--- config.mk ---
export PLATFORM = sky130hd
export DESIGN_NAME = axi_interconnect_3x3
export DESIGN_NICKNAME = d
export VERILOG_FILES = /design/src/common/axi_types_pkg.sv /design/src/common/axi_route_pkg.sv /design/src/switch/axi_route_decode.sv /design/src/switch/axi_channel_switch.sv /design/src/axi_interconnect_3x3.sv
export VERILOG_INCLUDE_DIRS = /design/src /design/src/common
export SDC_FILE = /design/constraint.sdc
export NUM_CORES = 1
export LEC_CHECK = 0
export BUFFER_PORTS_ARGS = -buffer_cell sky130_fd_sc_hd__buf_2
export CORE_AREA = 2 2 472 474
export DETAILED_ROUTE_END_ITERATION = 12
export DIE_AREA = 0 0 474 476
export PLACE_DENSITY = 0.3
export SETUP_SLACK_MARGIN = 0.1
export SLEW_MARGIN = 20
export SYNTH_ARGS = -nofsm -noshare
export SYNTH_HDL_FRONTEND = slang
export SYNTH_SLANG_ARGS = --single-unit
--- constraint.sdc ---
create_clock -name vclk -period 4.6
set_input_delay 0.92 -clock vclk [all_inputs]
set_output_delay 0.92 -clock vclk [all_outputs]
set_load 0.02 [all_outputs]
--- src/common/axi_defines.svh ---
`ifndef AXI_DEFINES_SVH
`define AXI_DEFINES_SVH

// bus widths
`define AXI_ADDR_WIDTH 32
`define AXI_DATA_WIDTH 32
`define AXI_STRB_WIDTH 4
`define AXI_ID_WIDTH 6

// ports on each side of the switch
`define AXI_NUM_PORTS 3

// upper field names the master, lower field the slave
`define AXI_ROUTE_FIELD_WIDTH 3

`endif

--- src/common/axi_types_pkg.sv ---
`include "axi_defines.svh"

package axi_types_pkg;

    typedef logic [`AXI_ID_WIDTH-1:0] axi_id_t;

    //********************************************************************
    // channel payloads
    //********************************************************************

    // address channel, shared by write and read address
    typedef struct packed {
        logic [`AXI_ADDR_WIDTH-1:0] addr;
        logic [7:0]                 len;
        logic [2:0]                 size;
        logic [1:0]                 burst;
    } aw_payload_t;

    typedef struct packed {
        logic [`AXI_DATA_WIDTH-1:0] data;
        logic [`AXI_STRB_WIDTH-1:0] strb;
        logic                       last;
    } w_payload_t;

    typedef struct packed {
        logic [`AXI_DATA_WIDTH-1:0] data;
        logic [1:0]                 resp;
        logic                       last;
    } r_payload_t;

    // write response carries the response code only
    typedef struct packed {
        logic [1:0] resp;
    } b_payload_t;

endpackage

--- src/common/axi_route_pkg.sv ---
`include "axi_defines.svh"

package axi_route_pkg;

    typedef logic [`AXI_ROUTE_FIELD_WIDTH-1:0] route_field_t;

    // one bit per port, all zero when nothing matches
    typedef logic [`AXI_NUM_PORTS-1:0] port_sel_t;

    // which half of the id names the source
    typedef enum logic {
        field_master = 1'b0,
        field_slave  = 1'b1
    } field_sel_e;

    // thermometer codes for ports 0, 1 and 2
    localparam route_field_t port_code [`AXI_NUM_PORTS] = '{
        3'b001,
        3'b011,
        3'b111
    };

    // field positions inside the id
    localparam int master_field_lsb = `AXI_ID_WIDTH - `AXI_ROUTE_FIELD_WIDTH;
    localparam int slave_field_lsb  = 0;

endpackage

--- src/switch/axi_route_decode.sv ---
`timescale 1ns/100ps
`include "axi_defines.svh"

module axi_route_decode #(
    parameter axi_route_pkg::field_sel_e src_field = axi_route_pkg::field_master
) (
    input  logic                     aclk,
    input  logic                     reset,
    input  axi_types_pkg::axi_id_t   id [`AXI_NUM_PORTS],
    output axi_route_pkg::port_sel_t src_sel,
    output axi_route_pkg::port_sel_t dst_sel
);
    import axi_types_pkg::*;
    import axi_route_pkg::*;

    axi_id_t      id_or;
    route_field_t master_code;
    route_field_t slave_code;
    route_field_t src_code;
    route_field_t dst_code;

    // idle sources drive zero ids, so the OR is the active id
    always_comb begin
        id_or = '0;
        for (int i = 0; i < `AXI_NUM_PORTS; i++) begin
            id_or = id_or | id[i];
        end
    end

    assign master_code = id_or[master_field_lsb +: `AXI_ROUTE_FIELD_WIDTH];
    assign slave_code  = id_or[slave_field_lsb +: `AXI_ROUTE_FIELD_WIDTH];

    // responses travel back, so the fields swap roles
    assign src_code = (src_field == field_slave) ? slave_code : master_code;
    assign dst_code = (src_field == field_master) ? slave_code : master_code;

    //********************************************************************
    // thermometer match, unknown codes select nothing
    //********************************************************************
    for (genvar p = 0; p < `AXI_NUM_PORTS; p++) begin : g_match
        assign src_sel[p] = (src_code == port_code[p]);
        assign dst_sel[p] = (dst_code == port_code[p]);
    end

    a_src_sel_onehot: assert property (
        @(posedge aclk) disable iff (reset) $onehot0(src_sel)
    ) else $error("source select has more than one bit set: %h", src_sel);

    a_dst_sel_onehot: assert property (
        @(posedge aclk) disable iff (reset) $onehot0(dst_sel)
    ) else $error("destination select has more than one bit set: %h", dst_sel);

endmodule

--- src/switch/axi_channel_switch.sv ---
`timescale 1ns/100ps
`include "axi_defines.svh"

module axi_channel_switch #(
    parameter type                       payload_t = logic,
    parameter axi_route_pkg::field_sel_e src_field = axi_route_pkg::field_master
) (
    input  logic                   aclk,
    input  logic                   reset,

    input  logic                   src_valid   [`AXI_NUM_PORTS],
    output logic                   src_ready   [`AXI_NUM_PORTS],
    input  payload_t               src_payload [`AXI_NUM_PORTS],
    input  axi_types_pkg::axi_id_t src_id      [`AXI_NUM_PORTS],

    output logic                   dst_valid   [`AXI_NUM_PORTS],
    input  logic                   dst_ready   [`AXI_NUM_PORTS],
    output payload_t               dst_payload [`AXI_NUM_PORTS],
    output axi_types_pkg::axi_id_t dst_id      [`AXI_NUM_PORTS]
);
    import axi_types_pkg::*;
    import axi_route_pkg::*;

    port_sel_t src_sel;
    port_sel_t dst_sel;

    logic      mux_valid;
    payload_t  mux_payload;
    axi_id_t   mux_id;
    logic      mux_ready;

    // packed copies for the checks below
    port_sel_t dst_valid_vec;
    port_sel_t src_ready_vec;

    // sources whose own id names them
    port_sel_t src_own;

    axi_route_decode #(
        .src_field (src_field)
    ) i_route_decode (
        .aclk    (aclk),
        .reset   (reset),
        .id      (src_id),
        .src_sel (src_sel),
        .dst_sel (dst_sel)
    );

    //********************************************************************
    // source side mux
    //********************************************************************
    always_comb begin
        mux_valid   = 1'b0;
        mux_payload = '0;
        mux_id      = '0;
        for (int i = 0; i < `AXI_NUM_PORTS; i++) begin
            if (src_sel[i]) begin
                mux_valid   = src_valid[i];
                mux_payload = src_payload[i];
                mux_id      = src_id[i];
            end
        end
    end

    // ready from the selected destination
    always_comb begin
        mux_ready = 1'b0;
        for (int i = 0; i < `AXI_NUM_PORTS; i++) begin
            if (dst_sel[i]) begin
                mux_ready = dst_ready[i];
            end
        end
    end

    //********************************************************************
    // fan out, zero on every unselected port
    //********************************************************************
    for (genvar p = 0; p < `AXI_NUM_PORTS; p++) begin : g_port
        assign src_ready[p]   = src_sel[p] & mux_ready;
        assign dst_valid[p]   = dst_sel[p] & mux_valid;
        assign dst_payload[p] = dst_sel[p] ? mux_payload : '0;
        assign dst_id[p]      = dst_sel[p] ? mux_id : '0;

        assign dst_valid_vec[p] = dst_valid[p];
        assign src_ready_vec[p] = src_ready[p];

        assign src_own[p] = (src_field == field_master)
            ? (src_id[p][master_field_lsb +: `AXI_ROUTE_FIELD_WIDTH] == port_code[p])
            : (src_id[p][slave_field_lsb +: `AXI_ROUTE_FIELD_WIDTH] == port_code[p]);
    end

    a_dst_valid_onehot: assert property (
        @(posedge aclk) disable iff (reset) $onehot0(dst_valid_vec)
    ) else $error("more than one destination valid: %h", dst_valid_vec);

    a_ready_selected_only: assert property (
        @(posedge aclk) disable iff (reset) (src_ready_vec & ~src_own) == '0
    ) else $error("ready to unselected source: ready %h own %h", src_ready_vec, src_own);

endmodule

--- src/axi_interconnect_3x3.sv ---
`timescale 1ns/100ps
`include "axi_defines.svh"

module axi_interconnect_3x3 (
    input  logic                       aclk,
    input  logic                       reset,

    // masters
    input  logic                       m_awvalid [`AXI_NUM_PORTS],
    output logic                       m_awready [`AXI_NUM_PORTS],
    input  axi_types_pkg::aw_payload_t m_aw      [`AXI_NUM_PORTS],
    input  axi_types_pkg::axi_id_t     m_awid    [`AXI_NUM_PORTS],

    input  logic                       m_wvalid  [`AXI_NUM_PORTS],
    output logic                       m_wready  [`AXI_NUM_PORTS],
    input  axi_types_pkg::w_payload_t  m_w       [`AXI_NUM_PORTS],
    input  axi_types_pkg::axi_id_t     m_wid     [`AXI_NUM_PORTS],

    input  logic                       m_arvalid [`AXI_NUM_PORTS],
    output logic                       m_arready [`AXI_NUM_PORTS],
    input  axi_types_pkg::aw_payload_t m_ar      [`AXI_NUM_PORTS],
    input  axi_types_pkg::axi_id_t     m_arid    [`AXI_NUM_PORTS],

    output logic                       m_rvalid  [`AXI_NUM_PORTS],
    input  logic                       m_rready  [`AXI_NUM_PORTS],
    output axi_types_pkg::r_payload_t  m_r       [`AXI_NUM_PORTS],
    output axi_types_pkg::axi_id_t     m_rid     [`AXI_NUM_PORTS],

    output logic                       m_bvalid  [`AXI_NUM_PORTS],
    input  logic                       m_bready  [`AXI_NUM_PORTS],
    output axi_types_pkg::b_payload_t  m_b       [`AXI_NUM_PORTS],
    output axi_types_pkg::axi_id_t     m_bid     [`AXI_NUM_PORTS],

    // slaves
    output logic                       s_awvalid [`AXI_NUM_PORTS],
    input  logic                       s_awready [`AXI_NUM_PORTS],
    output axi_types_pkg::aw_payload_t s_aw      [`AXI_NUM_PORTS],
    output axi_types_pkg::axi_id_t     s_awid    [`AXI_NUM_PORTS],

    output logic                       s_wvalid  [`AXI_NUM_PORTS],
    input  logic                       s_wready  [`AXI_NUM_PORTS],
    output axi_types_pkg::w_payload_t  s_w       [`AXI_NUM_PORTS],
    output axi_types_pkg::axi_id_t     s_wid     [`AXI_NUM_PORTS],

    output logic                       s_arvalid [`AXI_NUM_PORTS],
    input  logic                       s_arready [`AXI_NUM_PORTS],
    output axi_types_pkg::aw_payload_t s_ar      [`AXI_NUM_PORTS],
    output axi_types_pkg::axi_id_t     s_arid    [`AXI_NUM_PORTS],

    input  logic                       s_rvalid  [`AXI_NUM_PORTS],
    output logic                       s_rready  [`AXI_NUM_PORTS],
    input  axi_types_pkg::r_payload_t  s_r       [`AXI_NUM_PORTS],
    input  axi_types_pkg::axi_id_t     s_rid     [`AXI_NUM_PORTS],

    input  logic                       s_bvalid  [`AXI_NUM_PORTS],
    output logic                       s_bready  [`AXI_NUM_PORTS],
    input  axi_types_pkg::b_payload_t  s_b       [`AXI_NUM_PORTS],
    input  axi_types_pkg::axi_id_t     s_bid     [`AXI_NUM_PORTS]
);
    import axi_types_pkg::*;
    import axi_route_pkg::*;

    //********************************************************************
    // request channels, master to slave
    //********************************************************************
    axi_channel_switch #(
        .payload_t (aw_payload_t),
        .src_field (field_master)
    ) i_aw_switch (
        .aclk        (aclk),
        .reset       (reset),
        .src_valid   (m_awvalid),
        .src_ready   (m_awready),
        .src_payload (m_aw),
        .src_id      (m_awid),
        .dst_valid   (s_awvalid),
        .dst_ready   (s_awready),
        .dst_payload (s_aw),
        .dst_id      (s_awid)
    );

    axi_channel_switch #(
        .payload_t (w_payload_t),
        .src_field (field_master)
    ) i_w_switch (
        .aclk        (aclk),
        .reset       (reset),
        .src_valid   (m_wvalid),
        .src_ready   (m_wready),
        .src_payload (m_w),
        .src_id      (m_wid),
        .dst_valid   (s_wvalid),
        .dst_ready   (s_wready),
        .dst_payload (s_w),
        .dst_id      (s_wid)
    );

    // read address shares the write address payload
    axi_channel_switch #(
        .payload_t (aw_payload_t),
        .src_field (field_master)
    ) i_ar_switch (
        .aclk        (aclk),
        .reset       (reset),
        .src_valid   (m_arvalid),
        .src_ready   (m_arready),
        .src_payload (m_ar),
        .src_id      (m_arid),
        .dst_valid   (s_arvalid),
        .dst_ready   (s_arready),
        .dst_payload (s_ar),
        .dst_id      (s_arid)
    );

    //********************************************************************
    // response channels, slave back to master
    //********************************************************************
    axi_channel_switch #(
        .payload_t (r_payload_t),
        .src_field (field_slave)
    ) i_r_switch (
        .aclk        (aclk),
        .reset       (reset),
        .src_valid   (s_rvalid),
        .src_ready   (s_rready),
        .src_payload (s_r),
        .src_id      (s_rid),
        .dst_valid   (m_rvalid),
        .dst_ready   (m_rready),
        .dst_payload (m_r),
        .dst_id      (m_rid)
    );

    // bvalid comes from the slave's own bvalid
    axi_channel_switch #(
        .payload_t (b_payload_t),
        .src_field (field_slave)
    ) i_b_switch (
        .aclk        (aclk),
        .reset       (reset),
        .src_valid   (s_bvalid),
        .src_ready   (s_bready),
        .src_payload (s_b),
        .src_id      (s_bid),
        .dst_valid   (m_bvalid),
        .dst_ready   (m_bready),
        .dst_payload (m_b),
        .dst_id      (m_bid)
    );

endmodule

==> out/metrics.csv, run 1 <==
metric,value,unit
Final Core Density,8.36,%
max cap viols,0,
Worst VDD drop,47.5,µV
multi-input logic area,0.00676,mm²
post-synthesis sequential area ratio,0,%
CP required,3.68,ns
TNS Setup,0,ns
GP Congestion,0.875,
number of routed nets with antenna violations,0,
Final Hold Vio Count,0,
status,finished clean,
NumNets Final,3115,
Max Slew Vio Count,0,
Core Rows,173,
IO Port Bufs,1209,
share of cells above drive strength 1,63.5,%
Critical Setup Path Class,in2out,
placed cell count,5474,
Pleak,9.26,nW
vias,14755,
first-pass GRT wire length,142000,µm
die height,476,µm
"commonest non-fill, non-tap cell in the layout",buf_2,
Final Worst Setup Slack,0.333,ns
HPWL Detailed,108000,µm
IO Pins,1226,
"slowest stage delay, CP",0.48,ns
P&R area growth vs syn,149,%
"Setup Fix Bufs, Post-CTS",0,
Core Area,0.221,mm²
normalized max-slew margin,27.6,%
global route overflow,0,
GRT Total Usage,9.56,%
power per cell area,107,mW/mm²
final setup vio count,0,
Vias/cell,2.69,
vias in the first global route,13906,
synthesized area,0.00743,mm²
final non-filler cell total,5489,
clock power share,0,%
RSZ-0062 raised after global routing,no,
critical path cell sequence,"buf_2, nor3_4, buf_4, buf_4, mux2_2, a22oi_1, buf_4, nor2_1, buf_2",
Sw Pwr,1.26,mW
# clk buffers,0,
Initial Util,3.36,%
Worst Tran Pin Value,1.09,ns
startpoint type of the worst setup path,input port,
Starting DRT DRC Count,838,
"Max FO, Critical Path",7,
Ys Warns,0,
most frequent cells in the layout,"buf_2, nor2_1, mux2_2",
Flop pwr share,0,%
Post-Syn Area per Cell,5.95,µm²
count of cell types in the netlist,42,
CTS Hold Bufs,0,
seq_cells,0,
DRC,0,
Die Width,474,µm
initial antenna violation count,59,
FF/Latch Area,0,µm²
CP max stage cell,a22oi_1,
combinational power share,100.0,%
Mapped Cells,1248,
worst hold path class,in2out,
maximum clock frequency,234,MHz
switching portion of total power,63.8,%
Die Area,0.226,mm²
Pre-antenna DRT Iters,5,
# fillers,26267,
Pint,0.716,mW
Setup WS pre-CTS,0.143,ns
Wirelength per Cell,21.5,µm
largest net degree at the start of global routing,52,
Worst EP arrival,3.35,ns
final wirelength,118000,µm
fin crit share,92.8,%
Tmin final,4.27,ns
Most common cell on crit path,buf_4,
# resized after CTS,0,
Crit. End Element,output pin,
-- worst max-delay path: cells and delay by family --
family	cells	cell delay (ns)
and+or+nand+nor	2	0.49
muxes	1	0.34
buffers and inverters	5	1.08
AOI/OAI and AO/OA	1	0.48
-- metal layers --
| layer | wire (µm) | up-vias | track usage, % |
|---|---|---|---|
| li1 | - | 6817 | - |
| met1 | 49800 | 6912 | 12.0 |
| met2 | 59100 | 930 | 17.6 |
| met3 | 6310 | 88 | 0.927 |
| met4 | 2600 | 8 | 1.67 |
| met5 | 46 | - | 0 |
-- cells by family (layout without fill, tap and decap cells) --
family,Yosys count,count (layout),synth area share [%]
mux,196,196,29.5
compound gates,203,203,20.5
buf+inv,141,1378,10.6
other cells,1,30,0.0505
simple gates,707,707,39.3
-- path summary, 6_finish.rpt --
check | from | slack (ns) | depth (start not counted) | end
hold / removal | s_bid[17] | 2.23 | 4 | m_bid[5]
setup / recovery | m_arid[17] | 0.33 | 9 | s_ar[96]
-- power groups by stage --
stage / registers (mW) / logic (mW) / clock network [mW]
3_3_place_gp: 0 / 2.06 / 0
2_1_floorplan: 0 / 0.839 / 0
5_1_grt: 0 / 2.15 / 0.000000175
3_5_place_dp: 0 / 2.06 / 0
4_1_cts: 0 / 2.07 / 0
6_report: 0 / 1.98 / 0.000000375
-- layout make-up --
| class | instances | share of cell area [%] |
|---|---|---|
| tap | 2975 | 20.1 |
| multi-input combinational | 1121 | 36.6 |
| timing repair buffer | 1374 | 43.0 |
| antenna | 15 | 0.203 |
| inverter | 4 | 0.0812 |
-- Yosys cell counts, types with 2 or more instances --
cell type	number	area share (%)
o21a_1	2	0.20
nand2_1	33	1.7
mux2i_1	10	1.3
buf_2	53	3.6
buf_1	7	0.35
nor2b_1	3	0.25
nand4_1	3	0.25
nor4_1	5	0.42
nor2_1	585	30
nor3_1	21	1.4
a22oi_1	178	18
inv_1	4	0.20
a211o_1	3	0.35
buf_4	34	3.4
mux2_2	184	28
a2bb2oi_1	7	0.83
mux2_1	2	0.30
a21oi_1	7	0.47
o31ai_1	2	0.20
or3_1	18	1.5
buf_6	9	1.4
and2_1	6	0.51
nand3_1	17	1.1
nor3_4	4	0.88
clkbuf_1	34	1.7
-- per-stage QoR --
step	instance area [µm²]	hold WS, ns	total power [mW]
floorplan	7480	2.01	0.839
detailed placement	18400	2.21	2.06
global placement	18400	2.21	2.06
finish	18500	2.23	1.98
CTS	18400	2.21	2.07
global route	18500	2.22	2.15
Power figures use the tool's default switching activity.
==> run 2: changes to the inputs <==
--- a/config.mk
+++ b/config.mk
@@ -7,9 +7,9 @@
 export NUM_CORES = 1
 export LEC_CHECK = 0
 export BUFFER_PORTS_ARGS = -buffer_cell sky130_fd_sc_hd__buf_2
-export CORE_AREA = 2 2 472 474
+export CORE_AREA = 2 2 481 483
 export DETAILED_ROUTE_END_ITERATION = 12
-export DIE_AREA = 0 0 474 476
+export DIE_AREA = 0 0 483 485
 export PLACE_DENSITY = 0.3
 export SETUP_SLACK_MARGIN = 0.1
 export SLEW_MARGIN = 20
==> constraint.sdc (replaced) <==
create_clock -name vclk -period 4
set_input_delay 0.8 -clock vclk [all_inputs]
set_output_delay 0.8 -clock vclk [all_outputs]
set_load 0.02 [all_outputs]
==> run 2 against run 1 <==
Clock-buffer cell count unchanged. Cell count up 0.93%. Combinational power grew 13%. Die area grew 3.8%. Non-clock buffer count increased by 5. Sequential share of layout area is the same. Largest cell class unchanged.
==> out/metrics.csv, run 2 (synthesized netlist as in run 1, its figures left out) <==
metric,value,unit,change
M3 GR Usage,1.33,%,was 0.927%
WP buf/inv,4,,was 5
largest net degree at the start of global routing,52,,unchanged
met1 layer usage reported by global route,10.6,%,was 12.0%
fin crit share,93.7,%,
IO Pins,1226,,unchanged
Top delay family on crit path,simple AND/OR/NAND/NOR gates,,was buffers and inverters
placed inst area,0.0182,mm²,was 0.0184 mm²
Flop pwr share,0,%,about the same
P&R area growth vs syn,146,%,was 149%
Wirelength per Cell,19.6,µm,was 21.5 µm
CTS Hold Bufs,0,,unchanged
Worst VDD drop,49.4,µV,was 47.5 µV
seq_cells,0,,unchanged
worst hold path class,in2out,,unchanged
Worst EP arrival,2.95,ns,was 3.35 ns
GRT Total Usage,8.59,%,was 9.56%
final non-filler cell total,5540,,was 5489
Die Area,0.234,mm²,was 0.226 mm²
share of cells above drive strength 1,63.6,%,was 63.5%
IO Port Bufs,1209,,unchanged
Initial Util,3.24,%,was 3.36%
"slowest stage delay, CP",0.81,ns,was 0.48 ns
Setup WS pre-CTS,0.0837,ns,was 0.143 ns
Sw Pwr,1.42,mW,was 1.26 mW
Die Width,483,µm,was 474 µm
vias,14596,,was 14755
# clk buffers,0,,unchanged
FF/Latch Area,0,µm²,unchanged
combinational power share,100.0,%,about the same
Final Worst Setup Slack,0.252,ns,was 0.333 ns
max cap viols,0,,unchanged
normalized max-slew margin,51.1,%,was 27.6%
M2 GR Usage,15.5,%,was 17.6%
TNS Setup,0,ns,unchanged
Pre-antenna DRT Iters,5,,unchanged
maximum clock frequency,267,MHz,
status,finished clean,,unchanged
switching portion of total power,63.5,%,was 63.8%
Tmin final,3.75,ns,
HPWL Detailed,99100,µm,was 108000 µm
RSZ-0062 raised after global routing,no,,unchanged
"commonest non-fill, non-tap cell in the layout",buf_2,,unchanged
DRC,0,,unchanged
Pint,0.817,mW,was 0.716 mW
"Max FO, Critical Path",34,,was 7
Starting DRT DRC Count,782,,was 838
critical path cell sequence,"buf_2, or3_2, buf_4, a22oi_1, buf_4, nor2_1, buf_2",,"was buf_2, nor3_4, buf_4, buf_4, mux2_2, a22oi_1, buf_4, nor2_1, buf_2"
startpoint type of the worst setup path,input port,,unchanged
initial antenna violation count,46,,was 59
CP max stage cell,or3_2,,was a22oi_1
Final Hold Vio Count,0,,unchanged
post-route cell area,0.0182,mm²,was 0.0185 mm²
clock power share,0,%,about the same
number of routed nets with antenna violations,0,,unchanged
vias in the first global route,14396,,was 13906
most frequent cells in the layout,"buf_2, nor2_1, mux2_2",,unchanged
Tot Pwr,2.24,mW,was 1.98 mW
final wirelength,108000,µm,was 118000 µm
Max Slew Vio Count,0,,unchanged
final setup vio count,0,,unchanged
grt peak-use layer,met2,,unchanged
global route overflow,0,,unchanged
placed cell count,5528,,was 5474
power per cell area,123,mW/mm²,was 107 mW/mm²
Pleak,9.24,nW,was 9.26 nW
die height,485,µm,was 476 µm
Worst Tran Pin Value,0.733,ns,was 1.09 ns
first-pass GRT wire length,137000,µm,was 142000 µm
NumNets Final,3120,,was 3115
Core Area,0.229,mm²,was 0.221 mm²
Core Rows,176,,was 173
Vias/cell,2.63,,was 2.69
Critical Setup Path Class,in2out,,unchanged
Crit. End Element,output pin,,unchanged
CP required,3.20,ns,was 3.68 ns
GP Congestion,0.922,,was 0.875
## run 2: cell count changes in the layout (fill, tap and decap cells not counted)
cell,change
buf_12,-21
buf_2,+24
buf_4,+1
buf_6,+1
diode_2,-5
or3_2,+2
or3_4,-2
## run 2: layout make-up
cell class / instances / area (µm²)
Inverter: 4 / 15.0
Timing Repair Buffer: 1379 / 7670
Tap cell: 3026 / 3790
Fill cell: 27339 / 211000
Antenna cell: 10 / 25.0
Multi-Input combinational cell: 1121 / 6750
## run 2: timing repair
item,CTS,global route
gates resized for setup,1,0
pin swaps,0,1
gates cloned,0,0
setup buffers,0,2
endpoints found under the setup margin,3,6
## run 2: worst paths after layout
path	startpoint	endpoint	slack, ns	depth (start not counted)
min	s_bid[17]	m_bid[5]	1.98	4
max	m_wid[10]	s_w[20]	0.25	7
## run 2: metrics by stage
| stage | utilization, % | hold slack, ns |
|---|---|---|
| after floorplan | - | 1.77 |
| after global placement | 7.95 | 1.97 |
| after detailed placement | 7.95 | 1.98 |
| after CTS | 7.95 | 1.98 |
| after global routing | 7.96 | 1.99 |
| final | 7.97 | 1.98 |
## run 2: power by group through the flow
stage	clock network, mW	logic, mW	registers [mW]
detailed placement	0	2.29	0
floorplan	0	0.964	0
finish	0.000000299	2.24	0
global route	0.000000204	2.40	0
CTS	0	2.30	0
global placement	0	2.30	0
## run 2: per-layer routing
layer | wire, µm | part of all wire [%]
met1 | 44600 | 41
met2 | 54100 | 50
met3 | 6690 | 6.2
met4 | 2910 | 2.7
met5 | 11 | 0.010
==> run 3: changes to the inputs <==
--- a/config.mk
+++ b/config.mk
@@ -11,7 +11,7 @@
 export DETAILED_ROUTE_END_ITERATION = 12
 export DIE_AREA = 0 0 483 485
 export PLACE_DENSITY = 0.3
-export SETUP_SLACK_MARGIN = 0.1
+export SETUP_SLACK_MARGIN = 0.4
 export SLEW_MARGIN = 20
 export SYNTH_ARGS = -nofsm -noshare
 export SYNTH_HDL_FRONTEND = slang
==> run 3 against run 2 <==
Clock-buffer cell count did not move. Cell count up 0.18%. Worst setup slack gained 0.19 ns. Global-route usage is essentially flat. First-iteration DRC count decreased by 8.1%. Sequential share of layout area is the same. Power rose by 0.70%. Hold slack got worse by 0.0075 ns. Critical endpoint is now s_aw[81]. Largest cell class unchanged. Largest power group unchanged.
==> out/metrics.csv, run 3 (synthesized netlist as in run 1, its figures left out) <==
metric,value,unit,change
status,finished clean,,unchanged
Final Core Density,8.04,%,was 7.97%
fin crit share,89.0,%,was 93.7%
seq_cells,0,,unchanged
power per cell area,122,mW/mm²,was 123 mW/mm²
"Max FO, Critical Path",42,,was 34
Worst Tran Pin Value,0.686,ns,was 0.733 ns
Wirelength per Cell,19.5,µm,was 19.6 µm
most frequent cells in the layout,"buf_2, nor2_1, mux2_2",,unchanged
vias,14655,,was 14596
largest net degree at the start of global routing,52,,unchanged
GRT Total Usage,8.59,%,about the same
initial antenna violation count,46,,unchanged
HPWL Detailed,99100,µm,unchanged
max cap viols,0,,unchanged
Core Area,0.229,mm²,unchanged
normalized max-slew margin,53.9,%,was 51.1%
Critical Setup Path Class,in2out,,unchanged
Tmin final,3.56,ns,was 3.75 ns
startpoint type of the worst setup path,input port,,unchanged
Final Hold Vio Count,0,,unchanged
Hold WS,1.98,ns,about the same
IO Pins,1226,,unchanged
Worst EP arrival,2.76,ns,was 2.95 ns
die height,485,µm,unchanged
share of cells above drive strength 1,64.3,%,was 63.6%
Pre-antenna DRT Iters,5,,unchanged
post-route cell area,0.0184,mm²,was 0.0182 mm²
Worst VDD drop,49.8,µV,was 49.4 µV
TNS Setup,0,ns,unchanged
vias in the first global route,14407,,was 14396
NumNets Final,3125,,was 3120
Most common cell on crit path,buf_2,,
critical path cell sequence,"buf_2, nor3_4, buf_8, mux2_2, a22oi_1, buf_4, nor2_1, buf_2",,"was buf_2, or3_2, buf_4, a22oi_1, buf_4, nor2_1, buf_2"
"slowest stage delay, CP",0.40,ns,was 0.81 ns
Worst Hold End,m_bid[5],,unchanged
HP Start,s_bid[17],,unchanged
"commonest non-fill, non-tap cell in the layout",buf_2,,unchanged
Die Area,0.234,mm²,unchanged
Starting DRT DRC Count,719,,was 782
IO Port Bufs,1209,,unchanged
Core Rows,176,,unchanged
Max Slew Vio Count,0,,unchanged
P&R area growth vs syn,148,%,was 146%
WP buf/inv,4,,unchanged
maximum clock frequency,281,MHz,was 267 MHz
global route overflow,0,,unchanged
Setup WS pre-CTS,0.0837,ns,unchanged
DRC,0,,unchanged
CTS Hold Bufs,0,,unchanged
worst hold path class,in2out,,unchanged
final setup vio count,0,,unchanged
CP max stage cell,a22oi_1,,was or3_2
Die Width,483,µm,unchanged
placed inst area,0.0182,mm²,unchanged
GP Congestion,0.922,,unchanged
first-pass GRT wire length,137000,µm,about the same
Final Worst Setup Slack,0.439,ns,was 0.252 ns
RSZ-0062 raised after global routing,no,,unchanged
# clk buffers,0,,unchanged
Pleak,9.28,nW,was 9.24 nW
WHS Path Cells,4,,unchanged
final wirelength,108000,µm,about the same
Top delay family on crit path,buffers and inverters,,was simple AND/OR/NAND/NOR gates
Initial Util,3.24,%,unchanged
Crit. End Element,output pin,,unchanged
CP required,3.20,ns,about the same
Vias/cell,2.64,,was 2.63
FF/Latch Area,0,µm²,unchanged
number of routed nets with antenna violations,0,,unchanged
==> run 3: where the power goes <==
group / switching [mW] / internal [mW]
clock network: 0 / 0.000000419
logic: 1.43 / 0.825
registers: 0 / 0
total: 1.43 / 0.825
==> run 3: layout make-up <==
| class | count | area, µm² |
|---|---|---|
| Inverter | 4 | 15.0 |
| Antenna cell | 15 | 37.5 |
| Fill cell | 27324 | 211000 |
| Timing Repair Buffer | 1384 | 7740 |
| Multi-Input combinational cell | 1121 | 6850 |
| Tap cell | 3026 | 3790 |
==> run 3: how the worst max path moves through the flow <==
stage	from	end	cells after the start
final	m_awid[17]	s_aw[81]	8
after CTS	m_arid[15]	s_ar[31]	6
after global placement	m_awid[17]	s_aw[114]	8
after detailed placement	m_awid[17]	s_aw[69]	8
after floorplan	m_arid[7]	m_arready[0]	5
after global routing	m_arid[17]	s_arvalid[1]	8
==> run 3: metrics by stage <==
stage               total power, mW  std cells
floorplan                     0.964       1262
global placement               2.30       5528
detailed placement             2.29       5528
CTS                            2.31       5531
global route                   2.41       5542
finish                         2.25       5550
==> run 3: timing repair <==
item / in CTS / in global routing
gates resized for setup: 11 / 12
endpoints found under the setup margin: 182 / 36
buffers inserted: 3 / 4
pin swaps: 1 / 1
==> run 3: per-layer routing <==
| layer | global-route usage (%) | up-vias | share of wire (%) |
|---|---|---|---|
| li1 | - | 6837 | - |
| met1 | 10.6 | 6850 | 41 |
| met2 | 15.5 | 878 | 50 |
| met3 | 1.32 | 88 | 6.2 |
| met4 | 2.07 | 2 | 2.8 |
| met5 | 0 | - | 0.010 |
